[src/rv_exec_pkg.sv]
package rv_exec_pkg;

	localparam int XLEN = 32;
	localparam int REG_ADDR_W = 5;

	// Major opcodes.
	localparam logic [6:0] OPC_OP = 7'b0110011;
	localparam logic [6:0] OPC_OP_IMM = 7'b0010011;
	localparam logic [6:0] OPC_LUI = 7'b0110111;
	localparam logic [6:0] OPC_AUIPC = 7'b0010111;
	localparam logic [6:0] OPC_BRANCH = 7'b1100011;
	localparam logic [6:0] OPC_JAL = 7'b1101111;
	localparam logic [6:0] OPC_JALR = 7'b1100111;
	localparam logic [6:0] OPC_SYSTEM = 7'b1110011;

	localparam logic [2:0] F3_ADD = 3'b000;
	localparam logic [2:0] F3_SLL = 3'b001;
	localparam logic [2:0] F3_SLT = 3'b010;
	localparam logic [2:0] F3_SLTU = 3'b011;
	localparam logic [2:0] F3_XOR = 3'b100;
	localparam logic [2:0] F3_SR = 3'b101;
	localparam logic [2:0] F3_OR = 3'b110;
	localparam logic [2:0] F3_AND = 3'b111;

	localparam logic [2:0] F3_BEQ = 3'b000;
	localparam logic [2:0] F3_BNE = 3'b001;
	localparam logic [2:0] F3_BLT = 3'b100;
	localparam logic [2:0] F3_BGE = 3'b101;
	localparam logic [2:0] F3_BLTU = 3'b110;
	localparam logic [2:0] F3_BGEU = 3'b111;

	localparam logic [6:0] F7_ALT = 7'b0100000;	// SUB and SRA(I).

	typedef enum logic [3:0] {
		ALU_ADD = 4'd0,	// Bubble is add x0, x0, x0.
		ALU_SUB,
		ALU_SLL,
		ALU_SLT,
		ALU_SLTU,
		ALU_XOR,
		ALU_SRL,
		ALU_SRA,
		ALU_OR,
		ALU_AND,
		ALU_PASS_B
	} alu_op_e;

	typedef union packed {
		struct packed {
			logic [6:0] funct7;
			logic [4:0] rs2;
			logic [4:0] rs1;
			logic [2:0] funct3;
			logic [4:0] rd;
			logic [6:0] opcode;
		} r_view;
		struct packed {
			logic [11:0] imm12;
			logic [4:0] rs1;
			logic [2:0] funct3;
			logic [4:0] rd;
			logic [6:0] opcode;
		} i_view;
		struct packed {
			logic imm12;
			logic [5:0] imm10_5;
			logic [4:0] rs2;
			logic [4:0] rs1;
			logic [2:0] funct3;
			logic [3:0] imm4_1;
			logic imm11;
			logic [6:0] opcode;
		} b_view;
		struct packed {
			logic imm20;
			logic [9:0] imm10_1;
			logic imm11;
			logic [7:0] imm19_12;
			logic [4:0] rd;
			logic [6:0] opcode;
		} j_view;
	} instr_word_u;

endpackage

[src/ex_stage.sv]
module ex_stage (
	input  logic clk,
	input  logic rst_n,
	input  logic [rv_exec_pkg::REG_ADDR_W-1:0] rs1_i, rs2_i, rd_i,
	input  logic [rv_exec_pkg::XLEN-1:0] imm_i, pc_add_imm_i, pc_add_4_i,
	input  logic [rv_exec_pkg::XLEN-1:0] rs1_data_i, rs2_data_i,
	input  rv_exec_pkg::alu_op_e alu_ctl_i,
	input  logic alu_src_pc_i, alu_src_imm_i, reg_write_i,
	input  logic branch_i, jal_i, jalr_i,
	input  logic [2:0] funct3_i,
	input  logic fwd_we_i,
	input  logic [rv_exec_pkg::REG_ADDR_W-1:0] fwd_rd_i,
	input  logic [rv_exec_pkg::XLEN-1:0] fwd_data_i,
	output logic [rv_exec_pkg::XLEN-1:0] result_o,
	output logic [rv_exec_pkg::REG_ADDR_W-1:0] rd_o,
	output logic reg_write_o,
	output logic redirect_o,
	output logic [rv_exec_pkg::XLEN-1:0] redirect_pc_o
);
	import rv_exec_pkg::*;

	logic [XLEN-1:0] rs1_val, rs2_val, pc, op_a, op_b, alu_out;
	logic taken;

	// fwd_we_i already excludes x0.
	assign rs1_val = (fwd_we_i && fwd_rd_i == rs1_i) ? fwd_data_i : rs1_data_i;
	assign rs2_val = (fwd_we_i && fwd_rd_i == rs2_i) ? fwd_data_i : rs2_data_i;

	assign pc = pc_add_4_i - 32'd4;
	assign op_a = alu_src_pc_i ? pc : rs1_val;
	assign op_b = alu_src_imm_i ? imm_i : rs2_val;

	always_comb
	begin
		case (alu_ctl_i)
			ALU_SUB: alu_out = op_a - op_b;
			ALU_SLL: alu_out = op_a << op_b[4:0];
			ALU_SLT: alu_out = {31'b0, $signed(op_a) < $signed(op_b)};
			ALU_SLTU: alu_out = {31'b0, op_a < op_b};
			ALU_XOR: alu_out = op_a ^ op_b;
			ALU_SRL: alu_out = op_a >> op_b[4:0];
			ALU_SRA: alu_out = $unsigned($signed(op_a) >>> op_b[4:0]);
			ALU_OR: alu_out = op_a | op_b;
			ALU_AND: alu_out = op_a & op_b;
			ALU_PASS_B: alu_out = op_b;
			default: alu_out = op_a + op_b;
		endcase
	end

	always_comb
	begin
		case (funct3_i)
			F3_BEQ: taken = (rs1_val == rs2_val);
			F3_BNE: taken = (rs1_val != rs2_val);
			F3_BLT: taken = $signed(rs1_val) < $signed(rs2_val);
			F3_BGE: taken = $signed(rs1_val) >= $signed(rs2_val);
			F3_BLTU: taken = rs1_val < rs2_val;
			F3_BGEU: taken = rs1_val >= rs2_val;
			default: taken = 1'b0;
		endcase
	end

	assign result_o = (jal_i || jalr_i) ? pc_add_4_i : alu_out;	// Link value.
	assign rd_o = rd_i;
	assign reg_write_o = reg_write_i;

	assign redirect_o = (branch_i && taken) || jal_i || jalr_i;
	assign redirect_pc_o = jalr_i ? {alu_out[XLEN-1:1], 1'b0} : pc_add_imm_i;

	a_one_ctl: assert property (@(posedge clk) disable iff (!rst_n)
		$onehot0({branch_i, jal_i, jalr_i}));

endmodule

[src/id_ex_regs.sv]
module id_ex_regs (
	input  logic clk,
	input  logic rst_n,
	input  logic flush_i,
	input  logic stall_i,
	input  logic [rv_exec_pkg::REG_ADDR_W-1:0] rs1_i, rs2_i, rd_i,
	input  logic [rv_exec_pkg::XLEN-1:0] imm_i, pc_add_imm_i, pc_add_4_i,
	input  logic [rv_exec_pkg::XLEN-1:0] rs1_data_i, rs2_data_i,
	input  rv_exec_pkg::alu_op_e alu_ctl_i,
	input  logic alu_src_pc_i, alu_src_imm_i, reg_write_i,
	input  logic branch_i, jal_i, jalr_i, ecall_i,
	input  logic [2:0] funct3_i,
	output logic [rv_exec_pkg::REG_ADDR_W-1:0] rs1_o, rs2_o, rd_o,
	output logic [rv_exec_pkg::XLEN-1:0] imm_o, pc_add_imm_o, pc_add_4_o,
	output logic [rv_exec_pkg::XLEN-1:0] rs1_data_o, rs2_data_o,
	output rv_exec_pkg::alu_op_e alu_ctl_o,
	output logic alu_src_pc_o, alu_src_imm_o, reg_write_o,
	output logic branch_o, jal_o, jalr_o,
	output logic [2:0] funct3_o,
	output logic halted_o
);
	import rv_exec_pkg::*;

	logic bubble;

	assign bubble = flush_i || stall_i;

	// Sticky halt that only reset clears.
	always_ff @(posedge clk)
	begin
		if (!rst_n)
			halted_o <= 1'b0;
		else if (!bubble && ecall_i)
			halted_o <= 1'b1;
	end

	always_ff @(posedge clk)
	begin
		if (!rst_n || bubble)
		begin
			alu_ctl_o <= ALU_ADD;
			alu_src_pc_o <= 1'b0;
			alu_src_imm_o <= 1'b0;
			reg_write_o <= 1'b0;
			branch_o <= 1'b0;
			jal_o <= 1'b0;
			jalr_o <= 1'b0;
		end
		else
		begin
			alu_ctl_o <= alu_ctl_i;
			alu_src_pc_o <= alu_src_pc_i;
			alu_src_imm_o <= alu_src_imm_i;
			reg_write_o <= reg_write_i;
			branch_o <= branch_i;
			jal_o <= jal_i;
			jalr_o <= jalr_i;
		end
	end

	always_ff @(posedge clk)
	begin
		rs1_o <= rs1_i;
		rs2_o <= rs2_i;
		rd_o <= rd_i;
		imm_o <= imm_i;
		pc_add_imm_o <= pc_add_imm_i;
		pc_add_4_o <= pc_add_4_i;
		rs1_data_o <= rs1_data_i;
		rs2_data_o <= rs2_data_i;
		funct3_o <= funct3_i;
	end

	a_flush_bubble: assert property (@(posedge clk) disable iff (!rst_n)
		flush_i |=> !(reg_write_o || branch_o || jal_o || jalr_o));

endmodule

[src/instr_decoder.sv]
module instr_decoder (
	input  rv_exec_pkg::instr_word_u instr_i,
	input  logic [rv_exec_pkg::XLEN-1:0] pc_i,
	output logic [rv_exec_pkg::REG_ADDR_W-1:0] rs1_o,
	output logic [rv_exec_pkg::REG_ADDR_W-1:0] rs2_o,
	output logic [rv_exec_pkg::REG_ADDR_W-1:0] rd_o,
	output logic [rv_exec_pkg::XLEN-1:0] imm_o,
	output logic [rv_exec_pkg::XLEN-1:0] pc_add_imm_o,
	output logic [rv_exec_pkg::XLEN-1:0] pc_add_4_o,
	output rv_exec_pkg::alu_op_e alu_ctl_o,
	output logic alu_src_pc_o,
	output logic alu_src_imm_o,
	output logic reg_write_o,
	output logic branch_o,
	output logic jal_o,
	output logic jalr_o,
	output logic ecall_o,
	output logic [2:0] funct3_o
);
	import rv_exec_pkg::*;

	logic [6:0] opcode;
	logic [2:0] funct3;
	logic alt;
	alu_op_e alu_op;

	assign opcode = instr_i.r_view.opcode;
	assign funct3 = instr_i.r_view.funct3;
	assign alt = (instr_i.r_view.funct7 == F7_ALT);

	assign rs1_o = instr_i.r_view.rs1;
	assign rs2_o = instr_i.r_view.rs2;
	assign rd_o = instr_i.r_view.rd;
	assign funct3_o = funct3;

	always_comb
	begin
		case (funct3)
			F3_ADD: alu_op = (opcode == OPC_OP && alt) ? ALU_SUB : ALU_ADD;	// No SUBI.
			F3_SLL: alu_op = ALU_SLL;
			F3_SLT: alu_op = ALU_SLT;
			F3_SLTU: alu_op = ALU_SLTU;
			F3_XOR: alu_op = ALU_XOR;
			F3_SR: alu_op = alt ? ALU_SRA : ALU_SRL;
			F3_OR: alu_op = ALU_OR;
			F3_AND: alu_op = ALU_AND;
			default: alu_op = ALU_ADD;
		endcase
	end

	always_comb
	begin
		imm_o = '0;
		alu_ctl_o = ALU_ADD;
		alu_src_pc_o = 1'b0;
		alu_src_imm_o = 1'b0;
		reg_write_o = 1'b0;
		branch_o = 1'b0;
		jal_o = 1'b0;
		jalr_o = 1'b0;
		ecall_o = 1'b0;
		case (opcode)
			OPC_OP:
			begin
				alu_ctl_o = alu_op;
				reg_write_o = 1'b1;
			end
			OPC_OP_IMM:
			begin
				imm_o = {{20{instr_i.i_view.imm12[11]}}, instr_i.i_view.imm12};
				alu_ctl_o = alu_op;
				alu_src_imm_o = 1'b1;
				reg_write_o = 1'b1;
			end
			OPC_LUI, OPC_AUIPC:
			begin
				imm_o = {instr_i.i_view.imm12, instr_i.i_view.rs1, instr_i.i_view.funct3, 12'b0};
				alu_ctl_o = (opcode == OPC_LUI) ? ALU_PASS_B : ALU_ADD;
				alu_src_pc_o = (opcode == OPC_AUIPC);
				alu_src_imm_o = 1'b1;
				reg_write_o = 1'b1;
			end
			OPC_BRANCH:
			begin
				imm_o = {{20{instr_i.b_view.imm12}}, instr_i.b_view.imm11,
					instr_i.b_view.imm10_5, instr_i.b_view.imm4_1, 1'b0};
				branch_o = 1'b1;
			end
			OPC_JAL:
			begin
				imm_o = {{12{instr_i.j_view.imm20}}, instr_i.j_view.imm19_12,
					instr_i.j_view.imm11, instr_i.j_view.imm10_1, 1'b0};
				jal_o = 1'b1;
				reg_write_o = 1'b1;
			end
			OPC_JALR:
			begin
				imm_o = {{20{instr_i.i_view.imm12[11]}}, instr_i.i_view.imm12};
				alu_src_imm_o = 1'b1;	// ALU forms rs1 + imm as target.
				jalr_o = 1'b1;
				reg_write_o = 1'b1;
			end
			OPC_SYSTEM: ecall_o = (instr_i.i_view.imm12 == 12'h000) && (funct3 == 3'b000);
			default: ;
		endcase
	end

	assign pc_add_imm_o = pc_i + imm_o;
	assign pc_add_4_o = pc_i + 32'd4;

endmodule

[src/reg_file.sv]
module reg_file (
	input  logic clk,
	input  logic rst_n,
	input  logic [rv_exec_pkg::REG_ADDR_W-1:0] raddr1_i,
	input  logic [rv_exec_pkg::REG_ADDR_W-1:0] raddr2_i,
	output logic [rv_exec_pkg::XLEN-1:0] rdata1_o,
	output logic [rv_exec_pkg::XLEN-1:0] rdata2_o,
	input  logic we_i,
	input  logic [rv_exec_pkg::REG_ADDR_W-1:0] waddr_i,
	input  logic [rv_exec_pkg::XLEN-1:0] wdata_i
);
	import rv_exec_pkg::*;

	logic [XLEN-1:0] regs [1:(2**REG_ADDR_W)-1];	// No storage for x0.
	logic wr_en;

	assign wr_en = we_i && (waddr_i != '0);

	always_ff @(posedge clk)
	begin
		if (!rst_n)
		begin
			for (int i = 1; i < 2**REG_ADDR_W; i++)
				regs[i] <= '0;
		end
		else if (wr_en)
			regs[waddr_i] <= wdata_i;
	end

	// Write-through so decode sees the value retiring this cycle.
	assign rdata1_o = (raddr1_i == '0) ? '0 :
		(wr_en && waddr_i == raddr1_i) ? wdata_i : regs[raddr1_i];
	assign rdata2_o = (raddr2_i == '0) ? '0 :
		(wr_en && waddr_i == raddr2_i) ? wdata_i : regs[raddr2_i];

	a_no_x0_write: assert property (@(posedge clk) disable iff (!rst_n)
		we_i |-> (waddr_i != '0));

endmodule

[src/rv_exec_core.sv]
module rv_exec_core (
	input  logic clk,
	input  logic rst_n,
	input  logic instr_valid_i,
	input  rv_exec_pkg::instr_word_u instr_i,
	input  logic [rv_exec_pkg::XLEN-1:0] pc_i,
	output logic redirect_o,
	output logic [rv_exec_pkg::XLEN-1:0] redirect_pc_o,
	output logic wb_valid_o,
	output logic [rv_exec_pkg::REG_ADDR_W-1:0] wb_rd_o,
	output logic [rv_exec_pkg::XLEN-1:0] wb_data_o,
	output logic halted_o
);
	import rv_exec_pkg::*;

	logic [REG_ADDR_W-1:0] dec_rs1, dec_rs2, dec_rd, ex_rs1, ex_rs2, ex_rd, res_rd;
	logic [XLEN-1:0] dec_imm, dec_pc_imm, dec_pc_4, rf_rdata1, rf_rdata2;
	logic [XLEN-1:0] ex_imm, ex_pc_imm, ex_pc_4, ex_rs1_data, ex_rs2_data, ex_result;
	alu_op_e dec_alu_ctl, ex_alu_ctl;
	logic dec_src_pc, dec_src_imm, dec_reg_write, dec_branch, dec_jal, dec_jalr, dec_ecall;
	logic ex_src_pc, ex_src_imm, ex_reg_write, ex_branch, ex_jal, ex_jalr, res_reg_write;
	logic [2:0] dec_funct3, ex_funct3;
	logic stall;

	assign stall = !instr_valid_i || halted_o;	// Nothing is accepted after ECALL.

	instr_decoder instr_decoder_inst (
		.instr_i, .pc_i,
		.rs1_o(dec_rs1), .rs2_o(dec_rs2), .rd_o(dec_rd),
		.imm_o(dec_imm), .pc_add_imm_o(dec_pc_imm), .pc_add_4_o(dec_pc_4),
		.alu_ctl_o(dec_alu_ctl), .alu_src_pc_o(dec_src_pc), .alu_src_imm_o(dec_src_imm),
		.reg_write_o(dec_reg_write), .branch_o(dec_branch), .jal_o(dec_jal),
		.jalr_o(dec_jalr), .ecall_o(dec_ecall), .funct3_o(dec_funct3)
	);

	reg_file reg_file_inst (
		.clk, .rst_n,
		.raddr1_i(dec_rs1), .raddr2_i(dec_rs2),
		.rdata1_o(rf_rdata1), .rdata2_o(rf_rdata2),
		.we_i(wb_valid_o), .waddr_i(wb_rd_o), .wdata_i(wb_data_o)
	);

	id_ex_regs id_ex_regs_inst (
		.clk, .rst_n, .flush_i(redirect_o), .stall_i(stall),
		.rs1_i(dec_rs1), .rs2_i(dec_rs2), .rd_i(dec_rd),
		.imm_i(dec_imm), .pc_add_imm_i(dec_pc_imm), .pc_add_4_i(dec_pc_4),
		.rs1_data_i(rf_rdata1), .rs2_data_i(rf_rdata2),
		.alu_ctl_i(dec_alu_ctl), .alu_src_pc_i(dec_src_pc), .alu_src_imm_i(dec_src_imm),
		.reg_write_i(dec_reg_write), .branch_i(dec_branch), .jal_i(dec_jal),
		.jalr_i(dec_jalr), .ecall_i(dec_ecall), .funct3_i(dec_funct3),
		.rs1_o(ex_rs1), .rs2_o(ex_rs2), .rd_o(ex_rd),
		.imm_o(ex_imm), .pc_add_imm_o(ex_pc_imm), .pc_add_4_o(ex_pc_4),
		.rs1_data_o(ex_rs1_data), .rs2_data_o(ex_rs2_data),
		.alu_ctl_o(ex_alu_ctl), .alu_src_pc_o(ex_src_pc), .alu_src_imm_o(ex_src_imm),
		.reg_write_o(ex_reg_write), .branch_o(ex_branch), .jal_o(ex_jal),
		.jalr_o(ex_jalr), .funct3_o(ex_funct3), .halted_o
	);

	ex_stage ex_stage_inst (
		.clk, .rst_n,
		.rs1_i(ex_rs1), .rs2_i(ex_rs2), .rd_i(ex_rd),
		.imm_i(ex_imm), .pc_add_imm_i(ex_pc_imm), .pc_add_4_i(ex_pc_4),
		.rs1_data_i(ex_rs1_data), .rs2_data_i(ex_rs2_data),
		.alu_ctl_i(ex_alu_ctl), .alu_src_pc_i(ex_src_pc), .alu_src_imm_i(ex_src_imm),
		.reg_write_i(ex_reg_write), .branch_i(ex_branch), .jal_i(ex_jal),
		.jalr_i(ex_jalr), .funct3_i(ex_funct3),
		.fwd_we_i(wb_valid_o), .fwd_rd_i(wb_rd_o), .fwd_data_i(wb_data_o),
		.result_o(ex_result), .rd_o(res_rd), .reg_write_o(res_reg_write),
		.redirect_o, .redirect_pc_o
	);

	wb_stage wb_stage_inst (
		.clk, .rst_n,
		.result_i(ex_result), .rd_i(res_rd), .reg_write_i(res_reg_write),
		.wb_valid_o, .wb_rd_o, .wb_data_o
	);

endmodule

[src/wb_stage.sv]
module wb_stage (
	input  logic clk,
	input  logic rst_n,
	input  logic [rv_exec_pkg::XLEN-1:0] result_i,
	input  logic [rv_exec_pkg::REG_ADDR_W-1:0] rd_i,
	input  logic reg_write_i,
	output logic wb_valid_o,
	output logic [rv_exec_pkg::REG_ADDR_W-1:0] wb_rd_o,
	output logic [rv_exec_pkg::XLEN-1:0] wb_data_o
);

	always_ff @(posedge clk)
	begin
		if (!rst_n)
			wb_valid_o <= 1'b0;
		else
			wb_valid_o <= reg_write_i && (rd_i != '0);	// x0 writes never retire.
	end

	always_ff @(posedge clk)
	begin
		wb_rd_o <= rd_i;
		wb_data_o <= result_i;
	end

endmodule
[config.mk]
export PLATFORM = sky130hd
export DESIGN_NAME = rv_exec_core
export DESIGN_NICKNAME = d
export VERILOG_FILES = /design/src/rv_exec_pkg.sv /design/src/ex_stage.sv /design/src/id_ex_regs.sv /design/src/instr_decoder.sv /design/src/reg_file.sv /design/src/rv_exec_core.sv /design/src/wb_stage.sv
export SDC_FILE = /design/constraint.sdc
export NUM_CORES = 2
export LEC_CHECK = 0
export BUFFER_PORTS_ARGS = -buffer_cell sky130_fd_sc_hd__buf_2
export CAP_MARGIN = 20
export CORE_MARGIN = 4
export CORE_UTILIZATION = 45
export CTS_CLUSTER_SIZE = 24
export DETAILED_ROUTE_END_ITERATION = 8
export GPL_TIMING_DRIVEN = 1
export HOLD_SLACK_MARGIN = 0.08
export SYNTH_ARGS = -nofsm -noshare
export SYNTH_HDL_FRONTEND = slang
export SYNTH_SLANG_ARGS = --single-unit
[constraint.sdc]
create_clock -name clk -period 5.5 [get_ports clk]
set_input_delay 0.55 -clock clk [delete_from_list [all_inputs] [get_ports clk]]
set_output_delay 0.55 -clock clk [all_outputs]
set_load 0.03 [all_outputs]
==> reports/results.ini <==
[clock_tree]
clockBufferDepth=3
cts_tree=built
cts.sinks=1251
cts_inserted_buffers=143
clk_pin_slew_ns=0.06
root_buffer=clkbuf_16
cts_max_level=4
clkLatencyLatePin_ns=0.79

[synthesis]
synth-async-reset-ratio_pct=0
yosys_register_bits=1251
synth_top_area_share_pct=41.1
avgSynthCellArea_sq_um=12.6
syn_inst=5952
synth_edf_count=1024
yosys.area.top_type=edfxtp_1
synth_area_leaders=edfxtp_1 41%, mux4_2 19%, and2_1 7.9%
ys.flop_type=edfxtp_1
syn-cell-area_sq_mm=0.0749
ys_warn_count=0
ys_types=101
ys_seq_area_share_pct=47.1

[global_route]
grt_pass1_vias=56400
gr-total-overflow=0
grt_first_pass_wirelength_um=413000
grt_usage_pct=33.2
antenna_found_initial=9
grt_max_degree=124

[setup_path]
crit_chain=xnor2_4 > nand4_1 > buf_4 > o211ai_1 > and3_4 > inv_4 > buf_6 > ha_4 > fa_2 > nand3b_1 > a211oi_2 > o211ai_1 > nand2_1 > buf_6 > o211ai_1 > buf_4 > nor2_4 > o31a_1 > o22a_1 > a21oi_1 > a2111oi_2 > buf_4 > a21oi_2 > buf_6
end_kind=output pin
r2r-end=wb_stage_inst.wb_data_o[20]$_DFF_P_
worstRegToRegCells=26
crit_buf_inv=7
crit_family=compound AO/OA/AOI/OAI gates
arrival_ns=5.37
critPathMaxFanout=3
endpoint=redirect_pc_o[28]
startpoint_type=flop
cp_slowest_stage_delay_ns=0.41
cp-startpoint=wb_stage_inst.wb_rd_o[0]$_DFF_P_
cp_slowest_cell=dfxtp_4
crit_required_ns=4.95
reg2reg_from=wb_stage_inst.wb_rd_o[0]$_DFF_P_
path_class=reg2out
ff2ff_setup_slack_ns=0.50
crit_cells=24

[status]
violations=negative setup slack
status=complete, but fails checks

[drt]
drt_iter0_markers=6847
vias_per_cell=6.44
wl_per_cell_um=33.4
detail_route.wirelength_um=292000
firstDrtPassIters=5
drc=0
final_antenna_net_count=0
vias=56300

[placed_design]
postPlaceCellArea_sq_mm=0.0815
hpwl_um=195000
preCtsSetupSlack_ns=-0.0977
gp_congestion=1.04
port_buffers=138

[sta]
finClkSkew_ns=0.0339
hold_violations=0
setup_viol=22
fin_crit_sh_pct=108
fin_ws_ns=-0.424
max_slew_margin_pct=23.1
min_period_ns=5.92
tightest_slew_ns=1.15
slew_viol_final=0
clock.fmax_mhz=169
rsz0062_at_grt=true

[power_and_ir_drop]
p_total_mw=30.1
comb_power_share_pct=31.3
pwr-share-clk_pct=31.1
power_switching_mw=10.4
p_int_mw=19.7
max-vdd-ir-drop_mv=0.289
p_sw_share_pct=34.6
p_seq_share_pct=37.6
p_per_area_mw_per_mm2=336
p_leak_nw=33.6

[floorplan]
fp.dieH_um=416
row_count=149
start_util_pct=45.3
io_pins=139
core_area_sq_mm=0.165
dieArea_sq_mm=0.173
die_w_um=416

[cells_and_area]
nNetsFinal=6665
layout_commonest_cell=edfxtp_1
drive_gt1_share_pct=32.4
fillers=13900
multi_input_area_sq_mm=0.0396
area_delta_synth_final_pct=19.6
postLayoutCellArea_sq_mm=0.0896
utilization_pct=54.2
seqCellArea_sq_mm=0.0353
final_cell_mix=1024 x edfxtp_1, 949 x and2_1, 648 x mux4_2

[run]
maxCapViolCount=0

[min_path]
hold_class=in2reg

[kinds of logic after synthesis]
group / Yosys count / synth area share, %
flip-flops: 1251 / 47.1
adder cells (fa/ha/maj): 165 / 2.79
XOR/XNOR: 103 / 1.20
buffers and inverters: 685 / 3.55
AO/OA/AOI/OAI: 923 / 8.44
multiplexers: 873 / 22.6
other: 1 / 0.00501
AND/OR/NAND/NOR: 1951 / 14.2
[worst min-delay path by stage]
stage / from / to / cells past startpoint
floorplan: id_ex_regs_inst.rd_o[3]$_DFF_P_ / wb_stage_inst.wb_rd_o[3]$_DFF_P_ / 0
global placement: id_ex_regs_inst.rd_o[3]$_DFF_P_ / wb_stage_inst.wb_rd_o[3]$_DFF_P_ / 0
detailed placement: id_ex_regs_inst.rd_o[1]$_DFF_P_ / wb_stage_inst.wb_rd_o[1]$_DFF_P_ / 0
CTS: instr_i[29] / id_ex_regs_inst.imm_o[9]$_DFF_P_ / 2
global route: instr_i[29] / id_ex_regs_inst.imm_o[9]$_DFF_P_ / 2
finish: instr_i[24] / id_ex_regs_inst.imm_o[4]$_DFF_P_ / 2
[stage by stage]
step / cells / setup TNS [ns] / hold WS [ns]
final: 8741 / -6.78 / 0.138
after CTS: 8697 / -6.90 / 0.0810
after floorplan: 5983 / 0 / 0.323
after global routing: 8737 / -10.43 / 0.104
after detailed placement: 8332 / -0.383 / 0.335
after global placement: 8331 / -0.620 / 0.351
[synthesized netlist by cell type, drive strengths merged (11+ instances only)]
library cell	number
edfxtp	1024
and2	950
mux4	648
clkbuf	447
nor2	303
nand2	251
dfxtp	227
a21oi	194
mux2i	180
o21ai	169
ha	162
nor3	127
buf	118
inv	118
a211oi	102
nand3	101
xnor2	77
o211ai	58
a21o	54
mux2	45
a31oi	44
nor2b	38
nand4	37
a221oi	28
xor2	26
nand2b	24
o221ai	24
o22ai	24
and3	23
nor4	23
o21a	23
o21bai	21
or3	19
a22oi	18
a221o	16
or2	15
o31ai	13
a2111oi	12
o31a	12
a211o	11
[sequential cells by signal (all words and copies together), names as in the netlist, 3 cells and up]
signal                        count
id_ex_regs_inst.rs1_data_o       32
id_ex_regs_inst.rs1_o             5
wb_stage_inst.wb_data_o          32
wb_stage_inst.wb_rd_o             5
id_ex_regs_inst.pc_add_imm_o     32
id_ex_regs_inst.imm_o            32
reg_file_inst.regs             1024
id_ex_regs_inst.rs2_o             5
id_ex_regs_inst.pc_add_4_o       32
id_ex_regs_inst.rd_o              5
id_ex_regs_inst.rs2_data_o       32
id_ex_regs_inst.alu_ctl_o         4
id_ex_regs_inst.funct3_o          3
[timing repair]
action / CTS / global route
resized for setup: 296 / 218
endpoints found under the setup margin: 32 / 33
hold endpoints to repair: 49 / 0
cloned: 1 / 2
setup buffers: 52 / 41
pin swaps: 94 / 93
hold buffers: 54 / 0
[per-layer routing]
metal	vias to the layer above	global-route usage (%)	wire, um
li1	23700	-	-
met1	28800	41.5	108000
met2	3028	54.9	141000
met3	762	6.38	25200
met4	4	17.4	18500
met5	-	0	35
[layout make-up]
| type | instances | area share (%) |
|---|---|---|
| timing repair buffer | 870 | 7.76 |
| inverter | 120 | 0.511 |
| antenna | 4 | 0.0112 |
| sequential | 1251 | 39.4 |
| clock inverter | 83 | 0.862 |
| tap | 2189 | 3.06 |
| multi-input combinational | 4047 | 44.2 |
| clock buffer | 177 | 4.21 |
[power by group through the flow]
stage / sequential (mW) / clock, mW / combinational (mW)
floorplan: 11.5 / 0 / 4.30
global placement: 11.4 / 0 / 8.23
detailed placement: 11.4 / 0 / 8.23
CTS: 11.3 / 9.46 / 8.80
global route: 11.4 / 9.85 / 9.81
finish: 11.3 / 9.35 / 9.40
No activity file was read; power rests on OpenSTA's default activity.
